$ cat config.mk
export PLATFORM = sky130hd
export DESIGN_NAME = data_memory
export DESIGN_NICKNAME = d
export VERILOG_FILES = /design/src/verilog/mips_pkg.sv /design/src/verilog/data_memory.sv
export SDC_FILE = /design/constraint.sdc
export NUM_CORES = 2
export LEC_CHECK = 0
export BUFFER_PORTS_ARGS = -buffer_cell sky130_fd_sc_hd__clkbuf_2
export CORE_ASPECT_RATIO = 1.1
export CORE_MARGIN = 2
export CORE_UTILIZATION = 30
export CTS_CLUSTER_DIAMETER = 50
export DETAILED_ROUTE_END_ITERATION = 12
export GPL_TIMING_DRIVEN = 0
export SKIP_CTS_REPAIR_TIMING = 1
export SYNTH_ARGS = -nofsm -noshare
export SYNTH_HDL_FRONTEND = slang
export SYNTH_SLANG_ARGS = --single-unit
export TNS_END_PERCENT = 5
$ cat constraint.sdc
create_clock -name clock -period 11.05 [get_ports clock]
set_input_delay 2.21 -clock clock [delete_from_list [all_inputs] [get_ports clock]]
set_output_delay 2.21 -clock clock [all_outputs]
set_load 0.1 [all_outputs]
$ cat src/verilog/mips_pkg.sv
package mips_pkg;

	typedef logic [31:0] word_t;
	typedef logic [4:0]  reg_idx_t;

	// Primary opcodes
	localparam logic [5:0] OP_RTYPE = 6'b000000;
	localparam logic [5:0] OP_ADDIU = 6'b001001;
	localparam logic [5:0] OP_SLTI  = 6'b001010;
	localparam logic [5:0] OP_ORI   = 6'b001101;
	localparam logic [5:0] OP_XORI  = 6'b001110;
	localparam logic [5:0] OP_LUI   = 6'b001111;
	localparam logic [5:0] OP_LW    = 6'b100011;
	localparam logic [5:0] OP_SW    = 6'b101011;

	// R-type function field
	localparam logic [5:0] FN_ADDU = 6'b100001;
	localparam logic [5:0] FN_SUBU = 6'b100011;
	localparam logic [5:0] FN_AND  = 6'b100100;
	localparam logic [5:0] FN_OR   = 6'b100101;
	localparam logic [5:0] FN_XOR  = 6'b100110;
	localparam logic [5:0] FN_NOR  = 6'b100111;
	localparam logic [5:0] FN_SLT  = 6'b101010;
	localparam logic [5:0] FN_SLTU = 6'b101011;
	localparam logic [5:0] FN_SLL  = 6'b000000;
	localparam logic [5:0] FN_SRL  = 6'b000010;
	localparam logic [5:0] FN_SRA  = 6'b000011;

	typedef enum logic [3:0] {
		ALU_ADD,
		ALU_SUB,
		ALU_AND,
		ALU_OR,
		ALU_XOR,
		ALU_NOR,
		ALU_SLT,
		ALU_SLTU,
		ALU_SLL,
		ALU_SRL,
		ALU_SRA,
		ALU_LUI
	} alu_op_t;

	typedef struct packed {
		word_t    a;
		word_t    b;         // rt or extended immediate
		word_t    st_data;   // rt value for SW
		logic [4:0] shamt;
		alu_op_t  alu_op;
		reg_idx_t rd;
		logic     reg_write;
		logic     mem_write;
		logic     mem_read;
	} dx_payload_t;

	typedef struct packed {
		word_t    result;
		word_t    st_data;
		reg_idx_t rd;
		logic     reg_write;
		logic     mem_write;
		logic     mem_read;
	} xm_payload_t;

	typedef struct packed {
		word_t    value;
		reg_idx_t rd;
		logic     reg_write;
	} mw_payload_t;

endpackage

$ cat src/verilog/data_memory.sv
module data_memory import mips_pkg::*; #(
	parameter int DMEM_DEPTH = 64
) (
	input  logic  clock,
	input  logic  we,
	input  word_t addr,
	input  word_t wdata,
	output word_t rdata
);

	localparam int AW = $clog2(DMEM_DEPTH);

	word_t mem [DMEM_DEPTH];
	logic [AW-1:0] idx;

	assign idx = addr[AW+1:2]; // Word index, byte offset ignored

	always_ff @(posedge clock) begin
		if (we)
			mem[idx] <= wdata;
	end

	assign rdata = mem[idx];

endmodule

==> run_results.csv <==
group,metric,value,unit
status,status,"finished, final reports clean",
route,num_vias,44500,
logic_synthesis,syn_nets,4273,
power,max-vdd-ir-drop,179,µV
sta,worst_pin_slew,1380,ps
setup_path,path_cells,"clkbuf_2, buf_2, buf_2, buf_2, buf_2, buf_1, mux4_2, mux2i_1, nor2_1, a2111oi_0, nand3_1, clkbuf_2",
floorplanning,io_pins,98,
grt,antenna_found_initial,22,
grt,grt_pass1_wl,337000,µm
clock_tree,cts_root_buffer,"clkbuf_16",
placement,dp_hpwl,159000,µm
setup_path,startpoint_type,"primary input",
finish,fin_cells,8230,
logic_synthesis,synth_top_area_share,0.786,
finish,final-seq-area,61500,µm²
grt,grt_pass1_vias,44100,
power,p_leak,29.0,nW
floorplanning,dieArea,265000,µm²
logic_synthesis,async_flop_share,0,
logic_synthesis,synth_edf_count,2048,
setup_path,crit_path_max_incr_delay,960,ps
sta,rsz0062_at_grt,"no",
setup_path,slowest_stage,"a2111oi_0",
floorplanning,dieWidth,491,µm
job,maxCapViolations,0,
finish,drive_above_1_share,0.183,
grt,grt.overflow.total,0,
logic_synthesis,yosysWarnings,0,
clock_tree,cts_sinks,2048,
logic_synthesis,seq_area_frac_synth,0.786,
finish,fillers,24200,
grt,grtUsageTotal,0.177,
finish,largest_register,"mem",
worst_hold_path,whs_path_depth,1,
floorplanning,coreArea,259000,µm²
logic_synthesis,ys_ff_latch,2048,
clock_tree,tritoncts,"built",
logic_synthesis,synthFlopType,"edfxtp_1",
placement,io_buffers,70,
clock_tree,cts_max_path_buffers,3,
sta,finalSetupViolations,0,
clock_tree,clk_pin_slew,60,ps
route,postRouteAntennaNets,0,
finish,area.growth.synth_to_final,17.8,%
finish,multi_input_area,16000,µm²
route,first_pass_iters,6,
route,initialDrtViolationCount,6221,
setup_path,crit_top_cell,"buf_2",
logic_synthesis,syn-mean-instance-area,18.6,µm²
sta,period_needed,9910,ps
clock_tree,cts_max_level,4,
sta,maxSlewHeadroom,0.0814,
route,via_per_inst,5.41,
route,postRouteWirelength,242000,µm
setup_path,cp-end-kind,"output pin",
logic_synthesis,yosysUniqueCellTypes,55,
setup_path,cp_max_fo,11,
floorplanning,dieHeight,540,µm
sta,slew_violations,0,
logic_synthesis,netlist_instances,4207,
finish,largest_register_ff_count,2048,
setup_path,required,8840,ps
floorplanning,rows,196,
finish,reg.largest.list,"mem (2048)",
logic_synthesis,netlist_top_cells_area,"edfxtp_1, mux2i_1, mux4_2",
logic_synthesis,syn_area,78300,µm²
placement,post-place-cells,7820,
power,p_per_area,181,nW/µm²
clock_tree,numCtsBuffers,212,
setup_path,critPathArrivalTime,7700,ps
route,wl_per_cell,29.4,µm
setup_path,crit_type,"primary input to output pin",
placement,globalplace.congestion,0.906,
finish,nNetsFinal,4645,
setup_path,cp-startpoint,"addr[4]",
grt,grt_max_degree,65,
sta,finalSetupTns,0,ps
sta,fmaxAchievable,101,MHz
worst_hold_path,worstHoldStart,"wdata[4]",
sta,fin_crit_sh,0.897,
sta,hold_violations,0,
route,route.detailed.drc,0,
worst_hold_path,holdCritPathClass,"primary input to register",
floorplanning,initial_core_util,0.302,
logic_synthesis,synth_top_area_cell,"edfxtp_1",
## through the flow
step	worst slack, ps	hold WS [ps]	instance area, µm²	util	total power, mW
after floorplan	3710	2310	78300	-	9.33
after detailed placement	1330	2810	85200	0.328	9.87
after global routing	1370	1760	92200	0.355	17.1
after global placement	294	3190	83000	0.320	9.83
final	1140	1770	92200	0.355	16.7
after CTS	1320	1880	92000	0.354	16.8
## final cells by class
| cell class | instances | share of cell area |
|---|---|---|
| Clock buffer | 266 | 0.0597 |
| Inverter | 2 | 0.0000814 |
| Buffer | 298 | 0.0143 |
| Clock inverter | 124 | 0.0140 |
| Tap cell | 3465 | 0.0470 |
| Multi-Input combinational cell | 1859 | 0.173 |
| Timing Repair Buffer | 158 | 0.0240 |
| Antenna cell | 10 | 0.000271 |
| Sequential cell | 2048 | 0.667 |
## worst max-delay path, delay by kind of cell
kind	cells	cell delay, ps
AND/OR/NAND/NOR	2	570
buffers and inverters	7	3310
AO/OA/AOI/OAI	1	960
multiplexers	2	610
## synthesized netlist by cell type (22+ instances only)
master	number
a21oi_1	121
a221oi_1	175
a22o_1	66
a22oi_1	188
a31oi_1	43
and3_1	85
buf_1	33
buf_2	83
clkbuf_1	168
edfxtp_1	2048
mux2_2	147
mux2i_1	259
mux4_2	96
nand2_1	28
nand3_1	54
nor2_1	145
nor3_1	22
o21ai_0	84
o22a_1	70
o22ai_1	93
## metal layers
layer / GRT usage / wire, µm
met1: 0.221 / 89300
met2: 0.290 / 116000
met3: 0.0342 / 22800
met4: 0.0969 / 14400
met5: 0 / 61
## layout by cell type, fill, tap and decap left out, types with 24 or more instances in the layout
| master | n |
|---|---|
| o22a_1 | 70 |
| a22oi_1 | 188 |
| buf_2 | 99 |
| nor2_4 | 64 |
| o22ai_1 | 93 |
| mux4_2 | 96 |
| nand3_1 | 54 |
| clkbuf_16 | 212 |
| and3_1 | 85 |
| a22o_1 | 66 |
| mux2_2 | 147 |
| buf_16 | 24 |
| edfxtp_1 | 2048 |
| clkbuf_1 | 222 |
| clkinv_1 | 41 |
| a221oi_1 | 175 |
| a21oi_1 | 121 |
| a31oi_1 | 43 |
| buf_12 | 58 |
| nand2_1 | 28 |
| o21ai_0 | 84 |
| buf_1 | 33 |
| clkinv_2 | 31 |
| mux2i_1 | 259 |
| nor2_1 | 81 |
| clkbuf_2 | 43 |
## worst paths after layout
kind                         to
worst max-delay path  rdata[24]
worst min-delay path  mem[0][4]
## power by group
part	total [mW]	internal, mW	switching [mW]	leakage (nW)
combinational	1.11	0.271	0.834	7.25
clock	7.01	3.94	3.07	3.28
sequential	8.62	8.60	0.0117	18.4
total	16.7	12.8	3.92	29.0
## cells by family after synthesis
kind of cell | after synthesis | share of synthesized area
simple gates | 424 | 0.0283
compound gates | 933 | 0.0873
flops | 2048 | 0.786
mux | 502 | 0.0819
buf+inv | 300 | 0.0170
Note: power is estimated with default switching activity, not from simulation.
