`src/verilog/mips_pkg.sv`:
```
package mips_pkg;

	typedef logic [31:0] word_t;
	typedef logic [4:0]  reg_idx_t;

	// Primary opcodes
	localparam logic [5:0] OP_RTYPE = 6'b000000;
	localparam logic [5:0] OP_ADDIU = 6'b001001;
	localparam logic [5:0] OP_SLTI  = 6'b001010;
	localparam logic [5:0] OP_ORI   = 6'b001101;
	localparam logic [5:0] OP_XORI  = 6'b001110;
	localparam logic [5:0] OP_LUI   = 6'b001111;
	localparam logic [5:0] OP_LW    = 6'b100011;
	localparam logic [5:0] OP_SW    = 6'b101011;

	// R-type function field
	localparam logic [5:0] FN_ADDU = 6'b100001;
	localparam logic [5:0] FN_SUBU = 6'b100011;
	localparam logic [5:0] FN_AND  = 6'b100100;
	localparam logic [5:0] FN_OR   = 6'b100101;
	localparam logic [5:0] FN_XOR  = 6'b100110;
	localparam logic [5:0] FN_NOR  = 6'b100111;
	localparam logic [5:0] FN_SLT  = 6'b101010;
	localparam logic [5:0] FN_SLTU = 6'b101011;
	localparam logic [5:0] FN_SLL  = 6'b000000;
	localparam logic [5:0] FN_SRL  = 6'b000010;
	localparam logic [5:0] FN_SRA  = 6'b000011;

	typedef enum logic [3:0] {
		ALU_ADD,
		ALU_SUB,
		ALU_AND,
		ALU_OR,
		ALU_XOR,
		ALU_NOR,
		ALU_SLT,
		ALU_SLTU,
		ALU_SLL,
		ALU_SRL,
		ALU_SRA,
		ALU_LUI
	} alu_op_t;

	typedef struct packed {
		word_t    a;
		word_t    b;         // rt or extended immediate
		word_t    st_data;   // rt value for SW
		logic [4:0] shamt;
		alu_op_t  alu_op;
		reg_idx_t rd;
		logic     reg_write;
		logic     mem_write;
		logic     mem_read;
	} dx_payload_t;

	typedef struct packed {
		word_t    result;
		word_t    st_data;
		reg_idx_t rd;
		logic     reg_write;
		logic     mem_write;
		logic     mem_read;
	} xm_payload_t;

	typedef struct packed {
		word_t    value;
		reg_idx_t rd;
		logic     reg_write;
	} mw_payload_t;

endpackage

```
`src/verilog/decode_unit.sv`:
```
module decode_unit import mips_pkg::*; (
	input  word_t       insn,
	input  logic        insn_valid,
	output reg_idx_t    rs_idx,
	output reg_idx_t    rt_idx,
	input  word_t       rs_data,
	input  word_t       rt_data,
	output dx_payload_t payload,
	output logic        payload_valid
);

	logic [5:0] opcode;
	logic [5:0] funct;
	reg_idx_t   rd_field;
	logic [15:0] imm;
	word_t      imm_sext;
	word_t      imm_zext;
	logic       known;

	assign opcode   = insn[31:26];
	assign rs_idx   = insn[25:21];
	assign rt_idx   = insn[20:16];
	assign rd_field = insn[15:11];
	assign funct    = insn[5:0];
	assign imm      = insn[15:0];

	assign imm_sext = {{16{imm[15]}}, imm};
	assign imm_zext = {16'h0000, imm};

	always_comb begin
		payload.a         = rs_data;
		payload.b         = rt_data;
		payload.st_data   = rt_data;
		payload.shamt     = insn[10:6];
		payload.alu_op    = ALU_ADD;
		payload.rd        = rt_idx; // I-type writes rt
		payload.reg_write = 1'b0;
		payload.mem_write = 1'b0;
		payload.mem_read  = 1'b0;
		known = 1'b1;

		case (opcode)
			OP_RTYPE: begin
				payload.rd        = rd_field;
				payload.reg_write = 1'b1;
				case (funct)
					FN_ADDU: payload.alu_op = ALU_ADD;
					FN_SUBU: payload.alu_op = ALU_SUB;
					FN_AND:  payload.alu_op = ALU_AND;
					FN_OR:   payload.alu_op = ALU_OR;
					FN_XOR:  payload.alu_op = ALU_XOR;
					FN_NOR:  payload.alu_op = ALU_NOR;
					FN_SLT:  payload.alu_op = ALU_SLT;
					FN_SLTU: payload.alu_op = ALU_SLTU;
					FN_SLL:  payload.alu_op = ALU_SLL;
					FN_SRL:  payload.alu_op = ALU_SRL;
					FN_SRA:  payload.alu_op = ALU_SRA;
					default: known = 1'b0;
				endcase
			end
			OP_ADDIU: begin
				payload.b         = imm_sext;
				payload.reg_write = 1'b1;
			end
			OP_SLTI: begin
				payload.b         = imm_sext;
				payload.alu_op    = ALU_SLT;
				payload.reg_write = 1'b1;
			end
			OP_ORI: begin
				payload.b         = imm_zext;
				payload.alu_op    = ALU_OR;
				payload.reg_write = 1'b1;
			end
			OP_XORI: begin
				payload.b         = imm_zext;
				payload.alu_op    = ALU_XOR;
				payload.reg_write = 1'b1;
			end
			OP_LUI: begin
				payload.b         = imm_zext;
				payload.alu_op    = ALU_LUI;
				payload.reg_write = 1'b1;
			end
			OP_LW: begin
				payload.b         = imm_sext; // Base plus offset
				payload.mem_read  = 1'b1;
				payload.reg_write = 1'b1;
			end
			OP_SW: begin
				payload.b         = imm_sext;
				payload.mem_write = 1'b1;
			end
			default: known = 1'b0;
		endcase
	end

	// Unknown encodings drop out as bubbles
	assign payload_valid = insn_valid && known;

endmodule

```
`config.mk`:
```
export PLATFORM = sky130hd
export DESIGN_NAME = decode_unit
export DESIGN_NICKNAME = d
export VERILOG_FILES = /design/src/verilog/mips_pkg.sv /design/src/verilog/decode_unit.sv
export SDC_FILE = /design/constraint.sdc
export NUM_CORES = 1
export LEC_CHECK = 0
export BUFFER_PORTS_ARGS = -buffer_cell sky130_fd_sc_hd__buf_2
export CAP_MARGIN = 20
export CORE_AREA = 4 4 83 85
export DETAILED_ROUTE_END_ITERATION = 7
export DIE_AREA = 0 0 87 89
export PLACE_DENSITY = 0.66
export SLEW_MARGIN = 20
export SYNTH_ARGS = -nofsm -noshare
export SYNTH_HDL_FRONTEND = slang
export SYNTH_SLANG_ARGS = --single-unit
export TNS_END_PERCENT = 20
```
`constraint.sdc`:
```
create_clock -name vclk -period 3.7
set_input_delay 0.37 -clock vclk [all_inputs]
set_output_delay 0.37 -clock vclk [all_outputs]
set_load 0.01 [all_outputs]
```
==> metrics.yaml <==
logic_synthesis:
  synth.cell_area_mm2: 0.00134
  ys_types: 35
  ys_seq_area_share_pct: 0
  synth_warnings: 0
  synth.avg_cell_area_um2: 7.81
  synthCells: 172
  syn-num-nets: 269
route:
  drtPass1Iterations: 4
  drt-total-wl_um: 4940
  wl_met1_um: 1630
  routed-via-count: 1359
  wl_per_cell_um: 15.9
  antenna_left: 0
  dr_wl_met3_um: 632
  wl_met2_um: 2570
  drtIter0Drc: 38
  top_layer: "met4"
  drc: 0
  viasPerCell: 4.37
sta:
  fin_crit_ns: 2.48
  setup_slack_ns: 1.22
  max_slew_margin_pct: 61.5
  hold_ws_ns: 0.740
  rsz0062_at_grt: "false"
  fmax_ghz: 0.403
  finalCritPeriodShare_pct: 67.1
  fin_tns_setup_ns: 0
  drv_slew: 0
  finalSetupViolations: 0
  hold_viol: 0
  worst_pin_slew_ns: 0.578
clock_network:
  postCtsResizedCells: 0
  cts_hold_buf: 0
  cts_setup_buffers: 0
final_layout:
  syn2layout_area_growth_pct: 15.3
  final_cell_mix: "147 x buf_2, 17 x a21o_1, 16 x mux2_2"
  final_common_cell: "buf_2"
  design.seq.count: 0
  layout.nets: 333
  drive_above_1_share_pct: 74.4
  seq_area_um2: 0
  nClkBuffers: 0
  finalNonFillerCells: 311
  antenna_cells: 0
power:
  max-vdd-ir-drop_mv: 0.0442
  p_per_area_mw_per_mm2: 123
  p_leak_nw: 0.970
  fin_total_pwr_mw: 0.190
global_routing:
  grt_pass1_wl_um: 6640
  grt_pass1_vias: 1258
  grt_max_degree: 17
  grt_antenna_before_repair: 0
  overflow: 0
  grt_usage_pct: 10.8
worst_setup_path:
  cp_cell_sequence: "buf_2 -> and4bb_2 -> a41oi_1 -> a21o_1 -> buf_4 -> mux2_2 -> buf_2"
  worst-setup-path-type: "in -> out"
  crit_family: "buffers and inverters"
  cp.arrival_ns: 2.11
  crit_path_frequent_cell: "buf_2"
  crit_fanout: 13
  cp-end-kind: "output pin"
  critPathLaunchType: "input port"
  worstPathRequired_ns: 3.33
  worst-path-buf-inv: 3
  slowest_delay_ns: 0.36
  slowest_stage: "a21o_1"
floorplanning:
  io_pins: 221
  core_region_area_mm2: 0.00620
  die_h_um: 89
  num_rows: 29
  die_x_um: 87
  dieArea_mm2: 0.00774
  initial_utilization_pct: 21.6
placement:
  dp.cells: 311
  gp_congestion: 0.696
  dpl.hpwl_um: 4490
  port-buffer-count: 147
  pre_cts_slack_ns: 1.20
hold_path:
  hold_path_class: "in -> out"
outcome:
  status: "finished clean"
job:
  cap_violations: 0
[synthesized netlist by cell type, drive strengths merged]
master    n  area share, %
o21ai     2           0.75
a32o      1           0.75
and3      4            1.9
o31ai     2            1.1
nor2      6            1.7
nand2b    3            1.4
xor2      1           0.65
o311a     1           0.75
nand3b    1           0.56
nand2     4            1.1
a41oi     1           0.65
buf      85             47
nand3     1           0.37
and4bb    1           0.93
nand4b    1           0.65
nor2b     2           0.93
inv       2           0.56
a21boi    1           0.56
a21o     17            9.5
or3       1           0.84
clkbuf    2           0.56
o211ai    1           0.56
nand4     2           0.93
nor3b     2            1.1
or4       2            1.4
mux2i     1           0.75
a2111oi   1           0.65
or4b      1           0.75
mux2     21             19
a22o      1           0.65
a311o     1           0.75
[power breakdown]
group	internal [mW]	total (mW)	switching, mW
clock network	0	0	0
registers	0	0	0
logic	0.0940	0.190	0.0964
[routing by layer]
metal	vias to the layer above	global-route usage, %
li1	641	-
met4	0	2.27
met1	588	11.6
met3	16	2.21
met2	114	21.6
met5	-	0
[path summary, 6_finish.rpt]
path | from | slack, ns | cells past startpoint | to
worst max-delay path | insn[27] | 1.22 | 7 | payload[52]
worst min-delay path | rs_data[10] | 0.74 | 0 | payload[91]
[layout make-up]
type               instances  area (µm²)
fillers                  705        4660
inverters                  2        7.51
multi-input cells         83         693
well taps                 77        96.3
repair buffers           149         751
[stage by stage]
stage,utilization (%),area (µm²)
2_1_floorplan,-,1340
3_3_place_gp,24.9,1550
3_5_place_dp,24.9,1550
4_1_cts,24.9,1550
5_1_grt,24.9,1550
6_report,24.9,1550
[cells by family (layout without fill, tap and decap cells)]
kind of cell | after synthesis | count (layout) | synth area share, %
compound gates | 29 | 29 | 16.7
buf+inv | 89 | 151 | 48.4
simple gates | 31 | 31 | 14.5
xor+xnor | 1 | 1 | 0.652
mux | 22 | 22 | 19.8
No activity file was read; power rests on OpenSTA's default activity.
