`config.mk`:
```
export PLATFORM = sky130hd
export DESIGN_NAME = register_file
export DESIGN_NICKNAME = d
export VERILOG_FILES = /design/src/verilog/mips_pkg.sv /design/src/verilog/register_file.sv
export SDC_FILE = /design/constraint.sdc
export NUM_CORES = 2
export LEC_CHECK = 0
export BUFFER_PORTS_ARGS = -buffer_cell sky130_fd_sc_hd__buf_4
export CORE_MARGIN = 10
export CORE_UTILIZATION = 48
export CTS_CLUSTER_SIZE = 8
export DETAILED_ROUTE_END_ITERATION = 16
export PLACE_DENSITY = 0.66
export SETUP_SLACK_MARGIN = 0.3
export SKIP_CTS_REPAIR_TIMING = 1
export SLEW_MARGIN = 5
export SYNTH_ARGS = -nofsm -noshare
export SYNTH_HDL_FRONTEND = slang
export SYNTH_SLANG_ARGS = --single-unit
export TNS_END_PERCENT = 100
```
`constraint.sdc`:
```
create_clock -name clock -period 3.43 [get_ports clock]
set_input_delay 0 -clock clock [delete_from_list [all_inputs] [get_ports clock]]
set_output_delay 0 -clock clock [all_outputs]
set_load 0.03 [all_outputs]
```
`src/verilog/mips_pkg.sv`:
```
package mips_pkg;

	typedef logic [31:0] word_t;
	typedef logic [4:0]  reg_idx_t;

	// Primary opcodes
	localparam logic [5:0] OP_RTYPE = 6'b000000;
	localparam logic [5:0] OP_ADDIU = 6'b001001;
	localparam logic [5:0] OP_SLTI  = 6'b001010;
	localparam logic [5:0] OP_ORI   = 6'b001101;
	localparam logic [5:0] OP_XORI  = 6'b001110;
	localparam logic [5:0] OP_LUI   = 6'b001111;
	localparam logic [5:0] OP_LW    = 6'b100011;
	localparam logic [5:0] OP_SW    = 6'b101011;

	// R-type function field
	localparam logic [5:0] FN_ADDU = 6'b100001;
	localparam logic [5:0] FN_SUBU = 6'b100011;
	localparam logic [5:0] FN_AND  = 6'b100100;
	localparam logic [5:0] FN_OR   = 6'b100101;
	localparam logic [5:0] FN_XOR  = 6'b100110;
	localparam logic [5:0] FN_NOR  = 6'b100111;
	localparam logic [5:0] FN_SLT  = 6'b101010;
	localparam logic [5:0] FN_SLTU = 6'b101011;
	localparam logic [5:0] FN_SLL  = 6'b000000;
	localparam logic [5:0] FN_SRL  = 6'b000010;
	localparam logic [5:0] FN_SRA  = 6'b000011;

	typedef enum logic [3:0] {
		ALU_ADD,
		ALU_SUB,
		ALU_AND,
		ALU_OR,
		ALU_XOR,
		ALU_NOR,
		ALU_SLT,
		ALU_SLTU,
		ALU_SLL,
		ALU_SRL,
		ALU_SRA,
		ALU_LUI
	} alu_op_t;

	typedef struct packed {
		word_t    a;
		word_t    b;         // rt or extended immediate
		word_t    st_data;   // rt value for SW
		logic [4:0] shamt;
		alu_op_t  alu_op;
		reg_idx_t rd;
		logic     reg_write;
		logic     mem_write;
		logic     mem_read;
	} dx_payload_t;

	typedef struct packed {
		word_t    result;
		word_t    st_data;
		reg_idx_t rd;
		logic     reg_write;
		logic     mem_write;
		logic     mem_read;
	} xm_payload_t;

	typedef struct packed {
		word_t    value;
		reg_idx_t rd;
		logic     reg_write;
	} mw_payload_t;

endpackage

```
`src/verilog/register_file.sv`:
```
module register_file import mips_pkg::*; (
	input  logic     clock,
	input  logic     rst_n,
	input  reg_idx_t rs_idx,
	input  reg_idx_t rt_idx,
	output word_t    rs_data,
	output word_t    rt_data,
	input  logic     we,
	input  reg_idx_t wr_idx,
	input  word_t    wr_data
);

	word_t regs [32];

	always_ff @(posedge clock) begin
		if (!rst_n) begin
			for (int i = 0; i < 32; i++)
				regs[i] <= '0;
		end else if (we && wr_idx != 5'd0) begin
			regs[wr_idx] <= wr_data;
		end
	end

	// Write-through so writeback and decode can share a cycle
	always_comb begin
		if (rs_idx == 5'd0)
			rs_data = '0;
		else if (we && wr_idx == rs_idx)
			rs_data = wr_data;
		else
			rs_data = regs[rs_idx];

		if (rt_idx == 5'd0)
			rt_data = '0;
		else if (we && wr_idx == rt_idx)
			rt_data = wr_data;
		else
			rt_data = regs[rt_idx];
	end

endmodule

```
==> results.txt <==
The flow ran to the end, and the final reports show no timing, DRC or antenna violations. Die span in x: 359.5 um. In this run the static leakage power is 22.44 nW.

After synthesis, the cell types taking the most area are sky130_fd_sc_hd__edfxtp_1, sky130_fd_sc_hd__mux4_2, sky130_fd_sc_hd__and2_1. For this run the aggregate overflow at the end of global routing stands at 0. The dominant cell by count in the synthesized netlist was sky130_fd_sc_hd__edfxtp_1.

Registers take 30750 sq um. Dividing the synthesized area by the synthesized cell count gives 14.49 sq um. The largest registers in the layout are regs x1024. For the total via count after detailed routing, the log shows 38220. The cell count after synthesis is 3818. The tools report the total met3 wirelength after detailed routing as 29280 um. The top flip-flop cell by instance count after synthesis is sky130_fd_sc_hd__edfxtp_1.

VDD sags by at most 431.6 uV. At the end of routability-driven placement, the weighted congestion stood at 0.9210. The share of synthesized area in the top cell type comes to 55.59%. During I/O placement, the number of pins put on the boundary was 114. Entering global routing, the biggest net connects 66 pins. The worst setup path is captured at a primary output. The number of rows in the core area came out at 124.

The max-capacitance violation count was 0; the flip-flop count of the largest register, all copies and words added was 1024. The biggest area contributor in the post-synthesis netlist is sky130_fd_sc_hd__edfxtp_1. For the pre-CTS setup slack, the log shows 0.7998 ns.

The worst setup path is of the register to primary output kind. On the final layout, the worst hold slack is 0.2713 ns. Detailed placement finished with a half-perimeter wire length of 129500 um. The number of clock sinks came out at 1024. The hold violation count in the final report came out at 0. The count of final max-slew check failures was 0; the instance count along the most critical hold path was 3. Setup repair after global routing left no endpoint under its margin. The run gives 0 as the number of warnings reported in the yosys synthesis log.

The run gives 32.27 mW as the total power after layout. The mapped cell area was 55320 sq um; the critical-path maximum fanout was 2. The synthesized design contains 1024 enable-type register cells. Setup violations remaining at the end of the flow were counted as 0. The tools report the initial antenna violation count as 20. In the final layout, the multi-input gates occupy 23210 sq um. The run gives 114300 sq um as the area of the core. At the pin with the least slew margin, the transition time is 1.102 ns. The synthesis-stage register bit count was 1024. The register bank with the most flops was regs. The detailed router put a total of 75680 um of wire on met1.

The tools report the number of clock buffers inserted by TritonCTS as 146. The number of distinct library cell variants in the gate-level netlist after synthesis came out at 56. The count of input and output buffers is 113. The area overhead of the layout relative to synthesis works out to 14.30%. The run gives 0 as the DRC violations left. The post-detailed-route count of antenna-violating nets is 0. The data required time at the worst endpoint came out at 3.43 ns. The nature of the critical path startpoint was a register. The maximum buffer depth of the clock tree is 3, and the routed length on met2 is 90690 um. STA puts the critical path data arrival time at 2.89 ns. The clock-pin slew of the registers on the worst-case setup and hold paths is 0.05 ns.

Dividing total power by cell area gives a power density of 510.4 nW/um^2. The post-route netlist has 24.24% of its cells at a drive strength greater than 1. In the synthesized netlist the async set-or-reset flop fraction comes to 0%.

The startpoint of the most critical setup path was regs[30][25]. From bottom edge to top edge, the die measures 359.5 um. The final clock period utilization by the worst path was 84.23%; the final worst-path setup slack was 0.5409 ns. CTS placed an instance of sky130_fd_sc_hd__clkbuf_16 at the clock tree root.

The H-tree was split into 4 levels. Headroom to the max-slew limit came out at 26.39%. For this run, the total global-route usage over all layers was measured as 31.10%. The class of the worst hold path is input port to register. Starting utilization of the core area: 48.38%. The average wire length per cell after detail routing is 37.85 um. The count of filler cells inserted in the layout is 8998. Derived from the worst setup path, the maximum achievable clock frequency is 346.1 MHz. The number of vias per cell after detailed routing is 6.980.

By count the netlist is led by sky130_fd_sc_hd__edfxtp_1, sky130_fd_sc_hd__and2_1, sky130_fd_sc_hd__mux4_2. The die covers 129200 sq um. The end of the worst hold path is regs[21][0]. At the end of the flow, the number of nets in the layout was 3991. The first global-routing pass estimated 288000 um of wire. Sequential cells were found to cover 55.59% of the synthesized design area. TritonCTS built the clock tree. The iteration count of the initial detailed-routing pass was 8. The highest layer used for signal routing was met5.

The initial detailed-routing violation count was 6332; the total wirelength of the detailed-routed design was 207200 um. The run gives 37250 as the via count of the first global-routing pass. In this run the most critical hold path is launched from wr_idx[0]. The worst path in the final design needs a cycle of 2.889 ns, including I/O delays and setup.
-- through the flow --
| stage | area (sq um) | instances | utilization, % | setup TNS, ns |
|---|---|---|---|---|
| 3_5_place_dp | 58980 | 5272 | 51.58 | 0 |
| 2_1_floorplan | 55430 | 3849 | - | -59.86 |
| 3_3_place_gp | 58980 | 5272 | 51.58 | 0 |
| 5_1_grt | 63210 | 5470 | 55.28 | 0 |
| 4_1_cts | 62880 | 5436 | 54.99 | 0 |
| 6_report | 63220 | 5475 | 55.29 | 0 |
-- layout by cell type, fill, tap and decap left out, types with 10 or more instances in the layout --
cell                               n
sky130_fd_sc_hd__mux4_2          352
sky130_fd_sc_hd__conb_1           32
sky130_fd_sc_hd__dlygate4sd3_1    33
sky130_fd_sc_hd__o221ai_1         38
sky130_fd_sc_hd__o211ai_1         11
sky130_fd_sc_hd__xnor2_1          10
sky130_fd_sc_hd__a32o_1           32
sky130_fd_sc_hd__a211oi_1         33
sky130_fd_sc_hd__nand2_1          80
sky130_fd_sc_hd__nor2_4           28
sky130_fd_sc_hd__o21ai_0          62
sky130_fd_sc_hd__buf_4           275
sky130_fd_sc_hd__mux2i_1         328
sky130_fd_sc_hd__nand3_1          10
sky130_fd_sc_hd__a22o_1           12
sky130_fd_sc_hd__o21ai_4          31
sky130_fd_sc_hd__a22oi_1         105
sky130_fd_sc_hd__clkbuf_16       150
sky130_fd_sc_hd__a221o_1          11
sky130_fd_sc_hd__a21oi_1          55
sky130_fd_sc_hd__mux4_1           18
sky130_fd_sc_hd__o221a_2          16
sky130_fd_sc_hd__o22ai_1          37
sky130_fd_sc_hd__a221oi_1         22
sky130_fd_sc_hd__buf_12           50
sky130_fd_sc_hd__edfxtp_1       1024
sky130_fd_sc_hd__mux2_2           12
sky130_fd_sc_hd__and2_1          993
-- cell families after synthesis --
| family | after synthesis | share of synthesized area [%] |
|---|---|---|
| AOI/OAI and AO/OA | 489 | 6.467 |
| muxes | 710 | 21.37 |
| xor gates and xnor gates | 10 | 0.1583 |
| buffers and inverters | 421 | 3.782 |
| and+or+nand+nor | 1163 | 12.63 |
| DFF | 1024 | 55.59 |
| other | 1 | 0.006779 |
-- power by group --
group	leakage, nW	internal (mW)	total, mW	switching, mW
Clock	1.92	7.69	13.0	5.34
Combinational	10.8	1.66	4.38	2.72
Sequential	9.75	14.5	14.9	0.378
-- worst max-delay path by stage --
stage | slack [ns] | to | cells past startpoint
global route | 0.53 | rs_data[28] | 5
global placement | 0.84 | regs[31][29] | 6
CTS | 0.53 | rs_data[25] | 5
detailed placement | 0.80 | regs[19][27] | 6
floorplan | -0.13 | regs[10][0] | 4
finish | 0.54 | rs_data[25] | 5
-- critical path: stages, from the launching register on --
cell and delay, ns:
sky130_fd_sc_hd__edfxtp_1 0.38, sky130_fd_sc_hd__mux4_2 0.49, sky130_fd_sc_hd__a21oi_1 0.41, sky130_fd_sc_hd__o21ai_0 0.32, sky130_fd_sc_hd__a32o_1 0.36, sky130_fd_sc_hd__buf_4 0.18
-- final cells by class --
class	instances	area share, %
inverter	3	0.01781
multi-input combinational	2404	36.70
clock inverter	12	0.2197
clock buffer	152	5.949
antenna	6	0.02375
sequential	1024	48.64
timing repair buffer	362	5.458
tap	1512	2.992
-- per-layer routing --
layer  track usage, %  vias to the layer above
met5           0.1130                        -
met4            15.74                        6
met3            10.08                      610
met2            45.77                     3269
met1            41.04                    19440
li1                 -                    14900
No activity file was read; power rests on OpenSTA's default activity.
