--- src/verilog/mips_pkg.sv ---
package mips_pkg;

	typedef logic [31:0] word_t;
	typedef logic [4:0]  reg_idx_t;

	// Primary opcodes
	localparam logic [5:0] OP_RTYPE = 6'b000000;
	localparam logic [5:0] OP_ADDIU = 6'b001001;
	localparam logic [5:0] OP_SLTI  = 6'b001010;
	localparam logic [5:0] OP_ORI   = 6'b001101;
	localparam logic [5:0] OP_XORI  = 6'b001110;
	localparam logic [5:0] OP_LUI   = 6'b001111;
	localparam logic [5:0] OP_LW    = 6'b100011;
	localparam logic [5:0] OP_SW    = 6'b101011;

	// R-type function field
	localparam logic [5:0] FN_ADDU = 6'b100001;
	localparam logic [5:0] FN_SUBU = 6'b100011;
	localparam logic [5:0] FN_AND  = 6'b100100;
	localparam logic [5:0] FN_OR   = 6'b100101;
	localparam logic [5:0] FN_XOR  = 6'b100110;
	localparam logic [5:0] FN_NOR  = 6'b100111;
	localparam logic [5:0] FN_SLT  = 6'b101010;
	localparam logic [5:0] FN_SLTU = 6'b101011;
	localparam logic [5:0] FN_SLL  = 6'b000000;
	localparam logic [5:0] FN_SRL  = 6'b000010;
	localparam logic [5:0] FN_SRA  = 6'b000011;

	typedef enum logic [3:0] {
		ALU_ADD,
		ALU_SUB,
		ALU_AND,
		ALU_OR,
		ALU_XOR,
		ALU_NOR,
		ALU_SLT,
		ALU_SLTU,
		ALU_SLL,
		ALU_SRL,
		ALU_SRA,
		ALU_LUI
	} alu_op_t;

	typedef struct packed {
		word_t    a;
		word_t    b;         // rt or extended immediate
		word_t    st_data;   // rt value for SW
		logic [4:0] shamt;
		alu_op_t  alu_op;
		reg_idx_t rd;
		logic     reg_write;
		logic     mem_write;
		logic     mem_read;
	} dx_payload_t;

	typedef struct packed {
		word_t    result;
		word_t    st_data;
		reg_idx_t rd;
		logic     reg_write;
		logic     mem_write;
		logic     mem_read;
	} xm_payload_t;

	typedef struct packed {
		word_t    value;
		reg_idx_t rd;
		logic     reg_write;
	} mw_payload_t;

endpackage

--- src/verilog/fetch_unit.sv ---
module fetch_unit import mips_pkg::*; #(
	parameter int IMEM_DEPTH = 64
) (
	input  logic                            clock,
	input  logic                            rst_n,
	input  logic                            imem_we,
	input  logic [$clog2(IMEM_DEPTH)-1:0]   imem_addr,
	input  word_t                           imem_data,
	input  logic                            start,
	input  logic [$clog2(IMEM_DEPTH+1)-1:0] prog_len,
	output word_t                           insn,
	output logic                            insn_valid,
	output logic                            busy
);

	localparam int AW = $clog2(IMEM_DEPTH);
	localparam int LW = $clog2(IMEM_DEPTH + 1);
	localparam logic [1:0] DRAIN_LAST = 2'd3; // Four cycles after last issue

	word_t imem [IMEM_DEPTH];

	logic [LW-1:0] pc;
	logic [LW-1:0] len;
	logic          issuing;
	logic [1:0]    drain_cnt;

	// Program load, locked out while running
	always_ff @(posedge clock) begin
		if (imem_we && !busy)
			imem[imem_addr] <= imem_data;
	end

	always_ff @(posedge clock) begin
		if (!rst_n) begin
			pc        <= '0;
			len       <= '0;
			issuing   <= 1'b0;
			drain_cnt <= 2'd0;
			busy      <= 1'b0;
		end else if (start && !busy) begin
			pc        <= '0;
			len       <= prog_len;
			issuing   <= (prog_len != '0);
			drain_cnt <= DRAIN_LAST;
			busy      <= 1'b1;
		end else if (issuing) begin
			pc <= pc + 1'b1;
			if (pc + 1'b1 == len)
				issuing <= 1'b0; // Last one goes out this cycle
		end else if (busy) begin
			if (drain_cnt == 2'd0)
				busy <= 1'b0;
			else
				drain_cnt <= drain_cnt - 1'b1;
		end
	end

	assign insn       = imem[pc[AW-1:0]];
	assign insn_valid = issuing;

endmodule

--- config.mk ---
export PLATFORM = sky130hd
export DESIGN_NAME = fetch_unit
export DESIGN_NICKNAME = d
export VERILOG_FILES = /design/src/verilog/mips_pkg.sv /design/src/verilog/fetch_unit.sv
export SDC_FILE = /design/constraint.sdc
export NUM_CORES = 2
export LEC_CHECK = 0
export ABC_CLOCK_PERIOD_IN_PS = 3800
export BUFFER_PORTS_ARGS = -buffer_cell sky130_fd_sc_hd__buf_2
export CAP_MARGIN = 30
export CORE_AREA = 2 2 515 517
export DETAILED_ROUTE_END_ITERATION = 10
export DIE_AREA = 0 0 517 519
export GPL_TIMING_DRIVEN = 0
export MAX_ROUTING_LAYER = met4
export PLACE_DENSITY_LB_ADDON = 0.12
export SYNTH_ARGS = -nofsm -noshare
export SYNTH_HDL_FRONTEND = slang
export SYNTH_SLANG_ARGS = --single-unit
--- constraint.sdc ---
create_clock -name clock -period 3.8 [get_ports clock]
set_input_delay 0.57 -clock clock [delete_from_list [all_inputs] [get_ports clock]]
set_output_delay 0.57 -clock clock [all_outputs]
set_load 0.02 [all_outputs]
==> results.md <==
* Status: complete, but fails checks
* Failing checks: setup timing
* Initial DRC count at 4855
* PwrDens at 491.2 mW/mm2
* RSZ-0062 raised after global routing: yes
* Syn Area/Cell at 23.14 um2
* Total wire length at 287700 um
* CTS tree: built
* Max frequency at 0.2470 GHz
* Worst slew margin relative to its limit at 0.3207
* GRT busiest layer: met2
* Hold EP: imem[48][0]
* Crit-path max FO at 7
* CP dominant cell by count: buf_16
* Mapped Nets at 3447
* Clock Pin Slew Worst Setup and Hold Paths at approximately 0.060 ns
* Fin crit period at 4.049 ns
* Top-level I/O count at 83
* Worst Tran Pin Value at approximately 1 ns
* Switching pwr at between 10 and 15 mW
* Crit end category: output port
* Mapped cell area at just under 0.08 mm2
* Fin. Hold Viols at 0
* Total track usage at 0.2197
* First-pass GRT wire length at between 300000 and 400000 um
* DRC at 0
* Main synth FF type: edfxtp_1
* Endpoints failing setup at 32
* Post-synthesis register bit count at 2072
* Critical Path RT at 3.23 ns
* Post-Synthesis Cells at about 3400
* Crit path largest cell delay at 0.53 ns
* Worst r2r src: busy
* Port Buf Inserts at between 70 and 80
* Starting Density at 0.2983
* Clk root buf: clkbuf_16
* Setup CP Type: reg -> out
* Die H at just over 500 um
* Min-delay worst type: in -> reg
* WL/cell at 37.29 um
* EDFF count, synth at 2048
* Clock sinks at 2072
* Total Power at 48.99 mW
* Pleak at 30.30 nW
* Register area share after synthesis at 0.7886
* CP Launch Type: flip-flop
* Crit path DAT at 3.48 ns
* Hold Startpoint: imem_data[0]
* Met2 Usage GRT at 0.3294
* # H-tree levels at 4
* Final Cycle Share at 1.066
* Worst Setup Slack, final at -0.2489 ns
* Synth unique cells at 49
* Initial antenna violation count at 23
* GPL Wtd Cong at 0.7801
* Hold Crit Depth at 1
* Clock buffer depth at 3
* Vias per cell at between 5 and 6
* Setup slack, reg-to-reg at 0.30 ns
* Net Sw Frac at 0.2182
* Die area at 0.2683 mm2
* Vias in the first global route at 40803
* Global route overflow at 0
* Largest net degree at the start of global routing at 65
* Final core utilization at 0.3786
* Worst reg2reg endpoint: imem[35][28]
* Clk_skew at 0.01712 ns
* Yosys warning count at 0
* Met1 GRT Util at 0.3135
* Later-pin clock latency in the skew report at 0.88 ns
* CP max stage cell: mux4_2
* Placed cells at between 7000 and 8000
* Layout Nets at 4033
* Finished Layout Cells at 7716
* Clock share of power at 0.432
* Area delta synth->final at 26.91%
* Max cap viols at 0
* Logic pwr share at 0.054
* Met3 track demand over resource at 0.03482
* Overall die width at 517 um
* Pre-antenna DRT Iters at 7
* Cell chain of the critical path: buf_12, buf_8, buf_16, buf_16, buf_16, buf_12, mux4_2, a221oi_4, a221oi_4, buf_6
* Share of cells above drive strength 1 at 0.3986
* Core area at 0.2634 mm2
* Worst r2r path cells at 5
* Fin. max-slew vios at 0
* Vias at between 40000 and 50000
* Rows at about 190
* Internal power at between 30 and 40 mW
* DP Wirelength at 201700 um
* Setup TNS at -5.585 ns
* VDD IR-drop max at 0.4989 mV
* Detail Route Antenna Nets at 0
* CTS buffer count at 224
* Flop pwr share at 0.515
* Asr flop ratio synth at 0
==> worst max-delay path: cells and delay by family, from the launching register on <==
kind | cells | cell delay, ns
buf+inv | 7 | 1.11
mux | 1 | 0.53
compound gates | 2 | 0.53
flops | 1 | 0.34
==> how the worst max path moves through the flow <==
| stage | from | endpoint | slack [ns] | cells after the start |
|---|---|---|---|---|
| 2_1_floorplan | imem_addr[3] | imem[49][0] | 0.04 | 5 |
| 3_3_place_gp | busy | imem[49][28] | -6.21 | 4 |
| 3_5_place_dp | flip-flop | insn[26] | -1.52 | 11 |
| 4_1_cts | flip-flop | insn[15] | -0.37 | 10 |
| 5_1_grt | flip-flop | insn[15] | -0.33 | 10 |
| 6_report | flip-flop | insn[15] | -0.25 | 10 |
==> through the flow <==
step / setup slack (ns) / hold slack (ns) / instance area [um2]
after detailed placement: -1.519 / 0.4778 / 87980
after global routing: -0.3350 / 0.05348 / 99740
final: -0.2489 / 0.08953 / 99740
after CTS: -0.3673 / 0.01219 / 99020
after global placement: -6.212 / 0.4799 / 83410
after floorplan: 0.03974 / 0.4475 / 78600
==> layout by cell type (no fill, tap or decap), types with 48 or more instances in the layout <==
cell	instances
buf_2	58
buf_16	48
buf_12	190
clkbuf_1	59
buf_8	51
nor2_4	73
buf_6	62
clkinv_1	74
clkbuf_16	232
mux4_2	510
buf_4	61
edfxtp_1	2048
a221oi_4	59
==> metal layers <==
layer / up-vias / part of all wire
li1: 15976 / -
met1: 22896 / 0.45
met3: 333 / 0.062
met4: 0 / 0.022
met5: - / 0
met2: 1557 / 0.47
==> kinds of logic (layout without fill, tap and decap cells) <==
logic type | after synthesis | after routing | share of synthesized area
simple gates | 218 | 218 | 0.01285
buf+inv | 199 | 978 | 0.01321
compound gates | 340 | 340 | 0.03198
xor+xnor | 13 | 13 | 0.001449
other cells | 0 | 8 | 0
flops | 2072 | 2072 | 0.7886
fa+ha+maj | 2 | 2 | 0.0003183
mux | 552 | 552 | 0.1516
==> synth_stat cells, types with 5 or more instances <==
cell         n  area (um2)
o21ai_0      7       35.03
nand3_1     12       60.06
nand2b_1    11       68.82
a22o_1      54       473.0
clkbuf_1    80       300.3
and3_1       5       31.28
dfxtp_1     24       480.5
nand3b_1     5       37.54
mux2_2       6       67.56
nor2b_1     12       75.07
a21oi_1     63       315.3
nand4_1      5       31.28
o22ai_1     61       381.6
buf_4       49       367.9
nor3_1       5       25.02
a21boi_0     7       52.55
nor2_1     107       401.6
xnor2_1      5       43.79
buf_2       44       220.2
a31oi_1      6       37.54
a221oi_1    81       709.4
buf_1       16       60.06
a22oi_1     20       150.1
o221ai_1    29       254.0
edfxtp_1  2048       61500
xor2_1       8       70.07
mux4_2     510       11490
buf_6        7       78.83
nand2_1     36       135.1
mux2i_1     36       360.4
==> power by group through the flow <==
stage               registers, mW  clock network, mW  logic, mW
global route                 25.2               22.4       2.76
floorplan                    25.7                  0       1.03
detailed placement           25.7                  0       2.15
finish                       25.2               21.2       2.62
CTS                          25.2               21.6       2.59
global placement             25.7                  0       1.98
==> final cells by class <==
class	count	area [um2]
fill	23784	163700
inverter	3	11.26
clock buffer	274	5971
timing repair buffer	372	5679
antenna	8	20.02
tap	3533	4420
buffer	184	2301
sequential	2072	61980
clock inverter	145	1069
multi-input combinational	1125	18290
==> flip-flops by register name, indices dropped and copies added, names as in the netlist, named ones only <==
register    flops
busy            1
drain_cnt       2
imem         2048
insn_valid      1
len             7
pc              7
==> what timing repair did <==
item,4_1_cts,5_1_grt
pin swaps,52,40
setup buffers,37,24
cloned,8,1
hold buffers,10,1
hold endpoints to repair,15,6
resized for setup,736,99
endpoints found under the setup margin,32,53
(Power assumes the default switching activity.)
