===== config.mk =====
export PLATFORM = sky130hd
export DESIGN_NAME = stage_reg
export DESIGN_NICKNAME = d
export VERILOG_FILES = /design/src/verilog/stage_reg.sv
export SDC_FILE = /design/constraint.sdc
export NUM_CORES = 1
export LEC_CHECK = 0
export BUFFER_PORTS_ARGS = -buffer_cell sky130_fd_sc_hd__buf_2
export CAP_MARGIN = 20
export CELL_PAD_IN_SITES_DETAIL_PLACEMENT = 0
export CELL_PAD_IN_SITES_GLOBAL_PLACEMENT = 2
export CORE_UTILIZATION = 20
export DETAILED_ROUTE_END_ITERATION = 16
export PLACE_DENSITY = 0.79
export SLEW_MARGIN = 20
export SYNTH_ARGS = -nofsm -noshare
export SYNTH_HDL_FRONTEND = slang
export SYNTH_SLANG_ARGS = --single-unit

===== constraint.sdc =====
create_clock -name clock -period 0.8 [get_ports clock]
set_input_delay 0.04 -clock clock [delete_from_list [all_inputs] [get_ports clock]]
set_output_delay 0.04 -clock clock [all_outputs]
set_load 0.01 [all_outputs]

===== src/verilog/stage_reg.sv =====
module stage_reg #(
	parameter type payload_t = logic [31:0]
) (
	input  logic     clock,
	input  logic     rst_n,
	input  logic     in_valid,
	input  payload_t in_payload,
	output logic     out_valid,
	output payload_t out_payload
);

	always_ff @(posedge clock) begin
		if (!rst_n)
			out_valid <= 1'b0;
		else
			out_valid <= in_valid;
		out_payload <= in_payload;
	end

endmodule


==> flow_summary.yaml, run 1 <==
run_status:
  run_status: "finished with violations"
  failed_checks: "setup timing"
logic_synthesis:
  synth_enable_flop_cells: 0
  netlist_top_cells_count: "dfxtp_1 (33), and2_1 (1)"
  netlist_instances: 34
  synth_async_sr_flop_share_pct: 0
  yosys.cell_count.top_type: "dfxtp_1"
  synthesis.yosys.warnings: 0
  synth.ff_latch_count: 33
  post_synthesis_sequential_area_ratio_pct: 99.1
  post-synth-top-area-cell: "dfxtp_1"
  number_of_distinct_library_cells_after_synthesis: 2
  postSynthAreaPerCell_um2: 19.6
  yosysTopAreaCellShare_pct: 99.1
  synth.top_cells.by_area: "dfxtp_1 (99%), and2_1 (0.94%)"
  syn-num-nets: 69
  syn-cell-area_um2: 667
  primary_ff_master_synth: "dfxtp_1"
worst_setup_path:
  critPathRequiredTime_ns: 0.76
  critical_path.cell_chain: "buf_6"
  worst-path-max-fanout: 1
  cp.arrival_ns: 0.77
  worst_setup_sp_type: "flop"
  crit_buf_inv: 1
  criticalPathCategory: "flop to output pin"
  worst_path_dominant_cell_family: "flip-flops"
  endpoint_kind: "output pin"
  crit_path_top_delay_cell: "dfxtp_2"
  slowest_delay_ns: 0.34
cells_and_area:
  antennaDiodeCount: 0
  final_cells: 186
  share_of_final_layout_standard_cells_stronger_than_drive_strength_1_pct: 58.5
  post-route-cell-area_um2: 1530
  finish.net_count: 177
  syn2layout_area_growth_pct: 129
sta:
  layout_worst_path_cycle_share_pct: 102
  finalWorstSetupSlack_ns: -0.0140
  period_needed_ns: 0.814
  max_freq_ghz: 1.23
  hold_viol_final: 0
  maxSlewHeadroom_pct: 94.0
  hold_ws_ns: 0.347
  worstMarginPinSlew_ns: 0.0893
  rsz0062_at_grt: "true"
  setup_viol: 6
  maxSlewViolCount: 0
floorplanning:
  core-area_um2: 3100
  die-width_um: 59.7
  row_count: 20
  initial_cell_density_of_the_core_pct: 21.5
  ioPinCount: 68
  area_enclosed_by_the_die_boundary_um2: 3570
  fp.dieH_um: 59.7
global_routing:
  overflow: 0
  antenna_found_initial: 0
  grt_start_max_net_pins: 10
  vias_in_the_first_global_route: 642
  overall_global_routing_usage_pct: 10.7
  grt_first_pass_wirelength_um: 2570
drt:
  m1WireLength_um: 617
  detail_route.wl_per_cell_um: 10.4
  antenna_violating_nets_post_route: 0
  detailroute.via_count: 653
  drcViolationCount: 0
  tritonroute_pass_1_iters: 2
  detailedRoute.firstIterationViolations: 3
  wl_met2_um: 1060
  viasPerCell: 3.51
  met3_length_um: 232
  totalWireLength_um: 1940
  route.top_layer_used: "met4"
clock_tree:
  clock_path_buffers: 2
  htreeDepth: 2
  cts.reportedPaths.clkPinSlew_ns: 0.09
  tritoncts: "built"
  cts_root_buf: "clkbuf_4"
  cts_buffers: 5
  cts_num_sinks: 33
power:
  p_total_mw: 3.04
  leakagePower_nw: 0.740
  power.density_cell_area_nw_per_um2: 1990
  irDropWorstVdd_v: 0.000868
placed_design:
  post-place-cells: 145
  place.gp.congestion: 0.608
  count_of_input_and_output_buffers: 67
  cell_area_reported_after_detailed_placement_um2: 1060
  detailedPlace.worstSlack_ns: 0.339
  detailed_place_hpwl_um: 1090
flow_run:
  drv_cap: 0
worst_hold_path:
  worst_hold_path_type: "input pin to flop"
## metrics by stage
stage	utilization [%]	TNS, ns
floorplan	-	0
global placement	34.1	0
detailed placement	34.1	0
CTS	47.3	-0.590
global route	49.2	-1.58
finish	49.2	-0.0401
## timing repair
action                     4_1_cts  5_1_grt
hold buffers                    34        0
cloned                           0        0
setup buffers                    0        0
setup endpoints to repair       33       33
resized for setup                4       16
hold endpoints to repair        33        0
## metal layers
layer / vias to the layer above / GRT usage (%)
li1: 316 / -
met1: 283 / 7.79
met4: 0 / 3.99
met5: - / 0
met3: 4 / 8.44
met2: 50 / 20.0
## cell usage in the layout, fill, tap and decap left out
| cell type | n |
|---|---|
| clkbuf_8 | 1 |
| dlygate4sd3_1 | 34 |
| clkbuf_4 | 5 |
| buf_6 | 10 |
| buf_2 | 57 |
| dfxtp_2 | 10 |
| dfxtp_1 | 23 |
| and2_1 | 1 |
| clkbuf_1 | 1 |
## state kept, by name, indices dropped and copies added (netlist names)
signal / count
out_payload: 32
out_valid: 1
## final timing paths
check / end / startpoint / cells past startpoint / slack, ns
min: out_payload[31] / in_payload[31] / 2 / 0.35
max: out_payload[18] / out_payload[18] / 1 / -0.01
## kinds of logic (layout without fill, tap and decap cells)
| group | after synthesis | in the layout | share of synthesized area [%] |
|---|---|---|---|
| simple gates | 1 | 1 | 0.939 |
| flops | 33 | 33 | 99.1 |
| buf+inv | 0 | 108 | 0 |
## report_power, final
group          total [mW]  internal [mW]  switching [mW]
Combinational       0.373          0.253           0.120
Sequential           1.76           1.74          0.0265
Clock               0.901          0.414           0.487
Total                3.04           2.40           0.633
## final cells by class
type	instances	area (um^2)
flip-flops and latches	33	673
multi-input cells	1	6.26
well taps	44	55.1
clock buffers	7	55.1
repair buffers	101	738
fillers	291	1580
Power figures use the tool's default switching activity.
==> run 2: changes to the inputs <==
--- a/config.mk
+++ b/config.mk
@@ -9,9 +9,9 @@
 export CAP_MARGIN = 20
 export CELL_PAD_IN_SITES_DETAIL_PLACEMENT = 0
 export CELL_PAD_IN_SITES_GLOBAL_PLACEMENT = 2
-export CORE_UTILIZATION = 20
+export CORE_UTILIZATION = 18
 export DETAILED_ROUTE_END_ITERATION = 16
-export PLACE_DENSITY = 0.79
+export PLACE_DENSITY_LB_ADDON = 0.1
 export SLEW_MARGIN = 20
 export SYNTH_ARGS = -nofsm -noshare
 export SYNTH_HDL_FRONTEND = slang
==> constraint.sdc (replaced) <==
create_clock -name clock -period 0.9 [get_ports clock]
set_input_delay 0.045 -clock clock [delete_from_list [all_inputs] [get_ports clock]]
set_output_delay 0.045 -clock clock [all_outputs]
set_load 0.01 [all_outputs]
==> run 2 against run 1 <==
The flow now finishes without violations. Largest cell class unchanged. Via count down 3.7%. Hold slack gained 0.058 ns. Wire length down 11%. Flip-flop and latch count unchanged. Critical path depth unchanged. Critical path type unchanged. Utilization shrank 6.2 points. Combinational power is 19% lower. Critical endpoint is now out_payload[23]. Sequential power is 11% lower. Clock power up 9.5%.
==> flow_summary.yaml, run 2 (synthesis results as in run 1) <==
power:
  p_total_mw: 2.84
  leakagePower_nw: 0.727
  power_switching_share_pct: 19.6
  irDropWorstVdd_v: 0.000972
  power.net_switching_mw: 0.559
  power.density_cell_area_nw_per_um2: 1920
  pwr-share-clk_pct: 34.7
  intPower_mw: 2.29
  power_frac_comb_pct: 10.6
  sequential_power_share_pct: 54.7
sta:
  worstMarginPinSlew_ns: 0.0791
  finalWorstSetupSlack_ns: 0.145
  layout_worst_path_cycle_share_pct: 83.9
  setup_viol: 0
  fin_setup_tns_ns: 0
  hold_viol_final: 0
  period_needed_ns: 0.755
  max_freq_ghz: 1.32
  rsz0062_at_grt: "false"
  maxSlewViolCount: 0
  maxSlewHeadroom_pct: 94.7
cells_and_area:
  most-common-layout-cells: "buf_2 (67), dlygate4sd3_1 (34), dfxtp_1 (33), clkbuf_8 (5), clkbuf_1 (3)"
  post-route-cell-area_um2: 1480
  syn2layout_area_growth_pct: 122
  layout.cells.most_common: "buf_2"
  filler_cell_count: 344
  final_cells: 189
  share_of_final_layout_standard_cells_stronger_than_drive_strength_1_pct: 50.3
  finish.net_count: 177
  max_flop_register: "out_payload"
  largest_reg_flops: 32
  antennaDiodeCount: 0
  top_regs: "out_payload x32, out_valid x1"
worst_setup_path:
  worst_setup_sp_type: "flop"
  critPathRequiredTime_ns: 0.85
  worst_path_dominant_cell_family: "flip-flops"
  criticalPathCategory: "flop to output pin"
  worst-path-max-fanout: 1
  cp.arrival_ns: 0.71
  slowest_delay_ns: 0.31
  endpoint_kind: "output pin"
  crit_path_top_delay_cell: "dfxtp_1"
  crit_buf_inv: 1
  critical_path.cell_chain: "buf_2"
floorplanning:
  initial_cell_density_of_the_core_pct: 19.4
  core-area_um2: 3440
  fp.dieH_um: 62.9
  die-width_um: 62.9
  row_count: 21
  area_enclosed_by_the_die_boundary_um2: 3950
  ioPinCount: 68
global_routing:
  overall_global_routing_usage_pct: 9.25
  grt_first_pass_wirelength_um: 2660
  overflow: 0
  antenna_found_initial: 0
  grt_start_max_net_pins: 10
  vias_in_the_first_global_route: 619
drt:
  antenna_violating_nets_post_route: 0
  detailedRoute.firstIterationViolations: 14
  totalWireLength_um: 1730
  viasPerCell: 3.33
  detailroute.via_count: 629
  drcViolationCount: 0
  tritonroute_pass_1_iters: 4
  detail_route.wl_per_cell_um: 9.14
clock_tree:
  cts_num_sinks: 33
  clock_path_buffers: 2
  htreeDepth: 2
  cts_buffers: 5
  cts_root_buf: "clkbuf_8"
  cts.reportedPaths.clkPinSlew_ns: 0.06
  postCtsSetupRepairBufs: 0
  tritoncts: "built"
worst_hold_path:
  worst_hold_path_type: "input pin to flop"
placed_design:
  cell_area_reported_after_detailed_placement_um2: 1060
  place.gp.congestion: 0.623
  detailedPlace.worstSlack_ns: 0.432
  post-place-cells: 147
  count_of_input_and_output_buffers: 67
flow_run:
  drv_cap: 0
run_status:
  run_status: "completed"
[run 2: cell count changes in the layout (fill, tap and decap cells not counted), sizes merged]
cell | previous run | this run
clkbuf | 7 | 8
[run 2: stage by stage]
step                      hold WS, ns  utilization [%]
after global placement          0.148             30.8
after CTS                       0.391             43.0
final                           0.405             43.0
after floorplan                0.0727                -
after global routing            0.387             43.0
after detailed placement        0.149             30.8
[run 2: timing repair]
action                    in CTS  in global routing
hold buffers                  34                  0
resized for setup              0                  0
hold endpoints to repair      33                  0
[run 2: final timing paths]
check / startpoint / end / slack [ns] / cells after the start
max: out_payload[23] / out_payload[23] / 0.14 / 1
min: in_payload[14] / out_payload[14] / 0.41 / 2
[run 2: power groups by stage]
stage	clock network (mW)	logic [mW]	registers, mW
finish	0.987	0.302	1.56
global route	1.14	0.325	1.56
CTS	1.05	0.304	1.56
detailed placement	0	0.190	1.59
global placement	0	0.192	1.59
floorplan	0	0.00143	1.63
[run 2: final cells by class]
cell class,instances,area [um^2],share of cell area [%]
Timing Repair Buffer,101,676,45.6
Clock buffer,8,80.1,5.41
Tap cell,46,57.6,3.89
Sequential cell,33,661,44.6
Multi-Input combinational cell,1,6.26,0.423
[run 2: layer usage]
| layer | share of wire [%] | vias to the layer above | wire length [um] | GRT usage (%) |
|---|---|---|---|---|
| met4 | 1.8 | 0 | 31 | 6.98 |
| li1 | - | 318 | - | - |
| met1 | 37 | 265 | 635 | 8.37 |
| met3 | 8.1 | 4 | 140 | 3.83 |
| met2 | 53 | 42 | 919 | 16.3 |
| met5 | 0 | - | 0 | 0 |
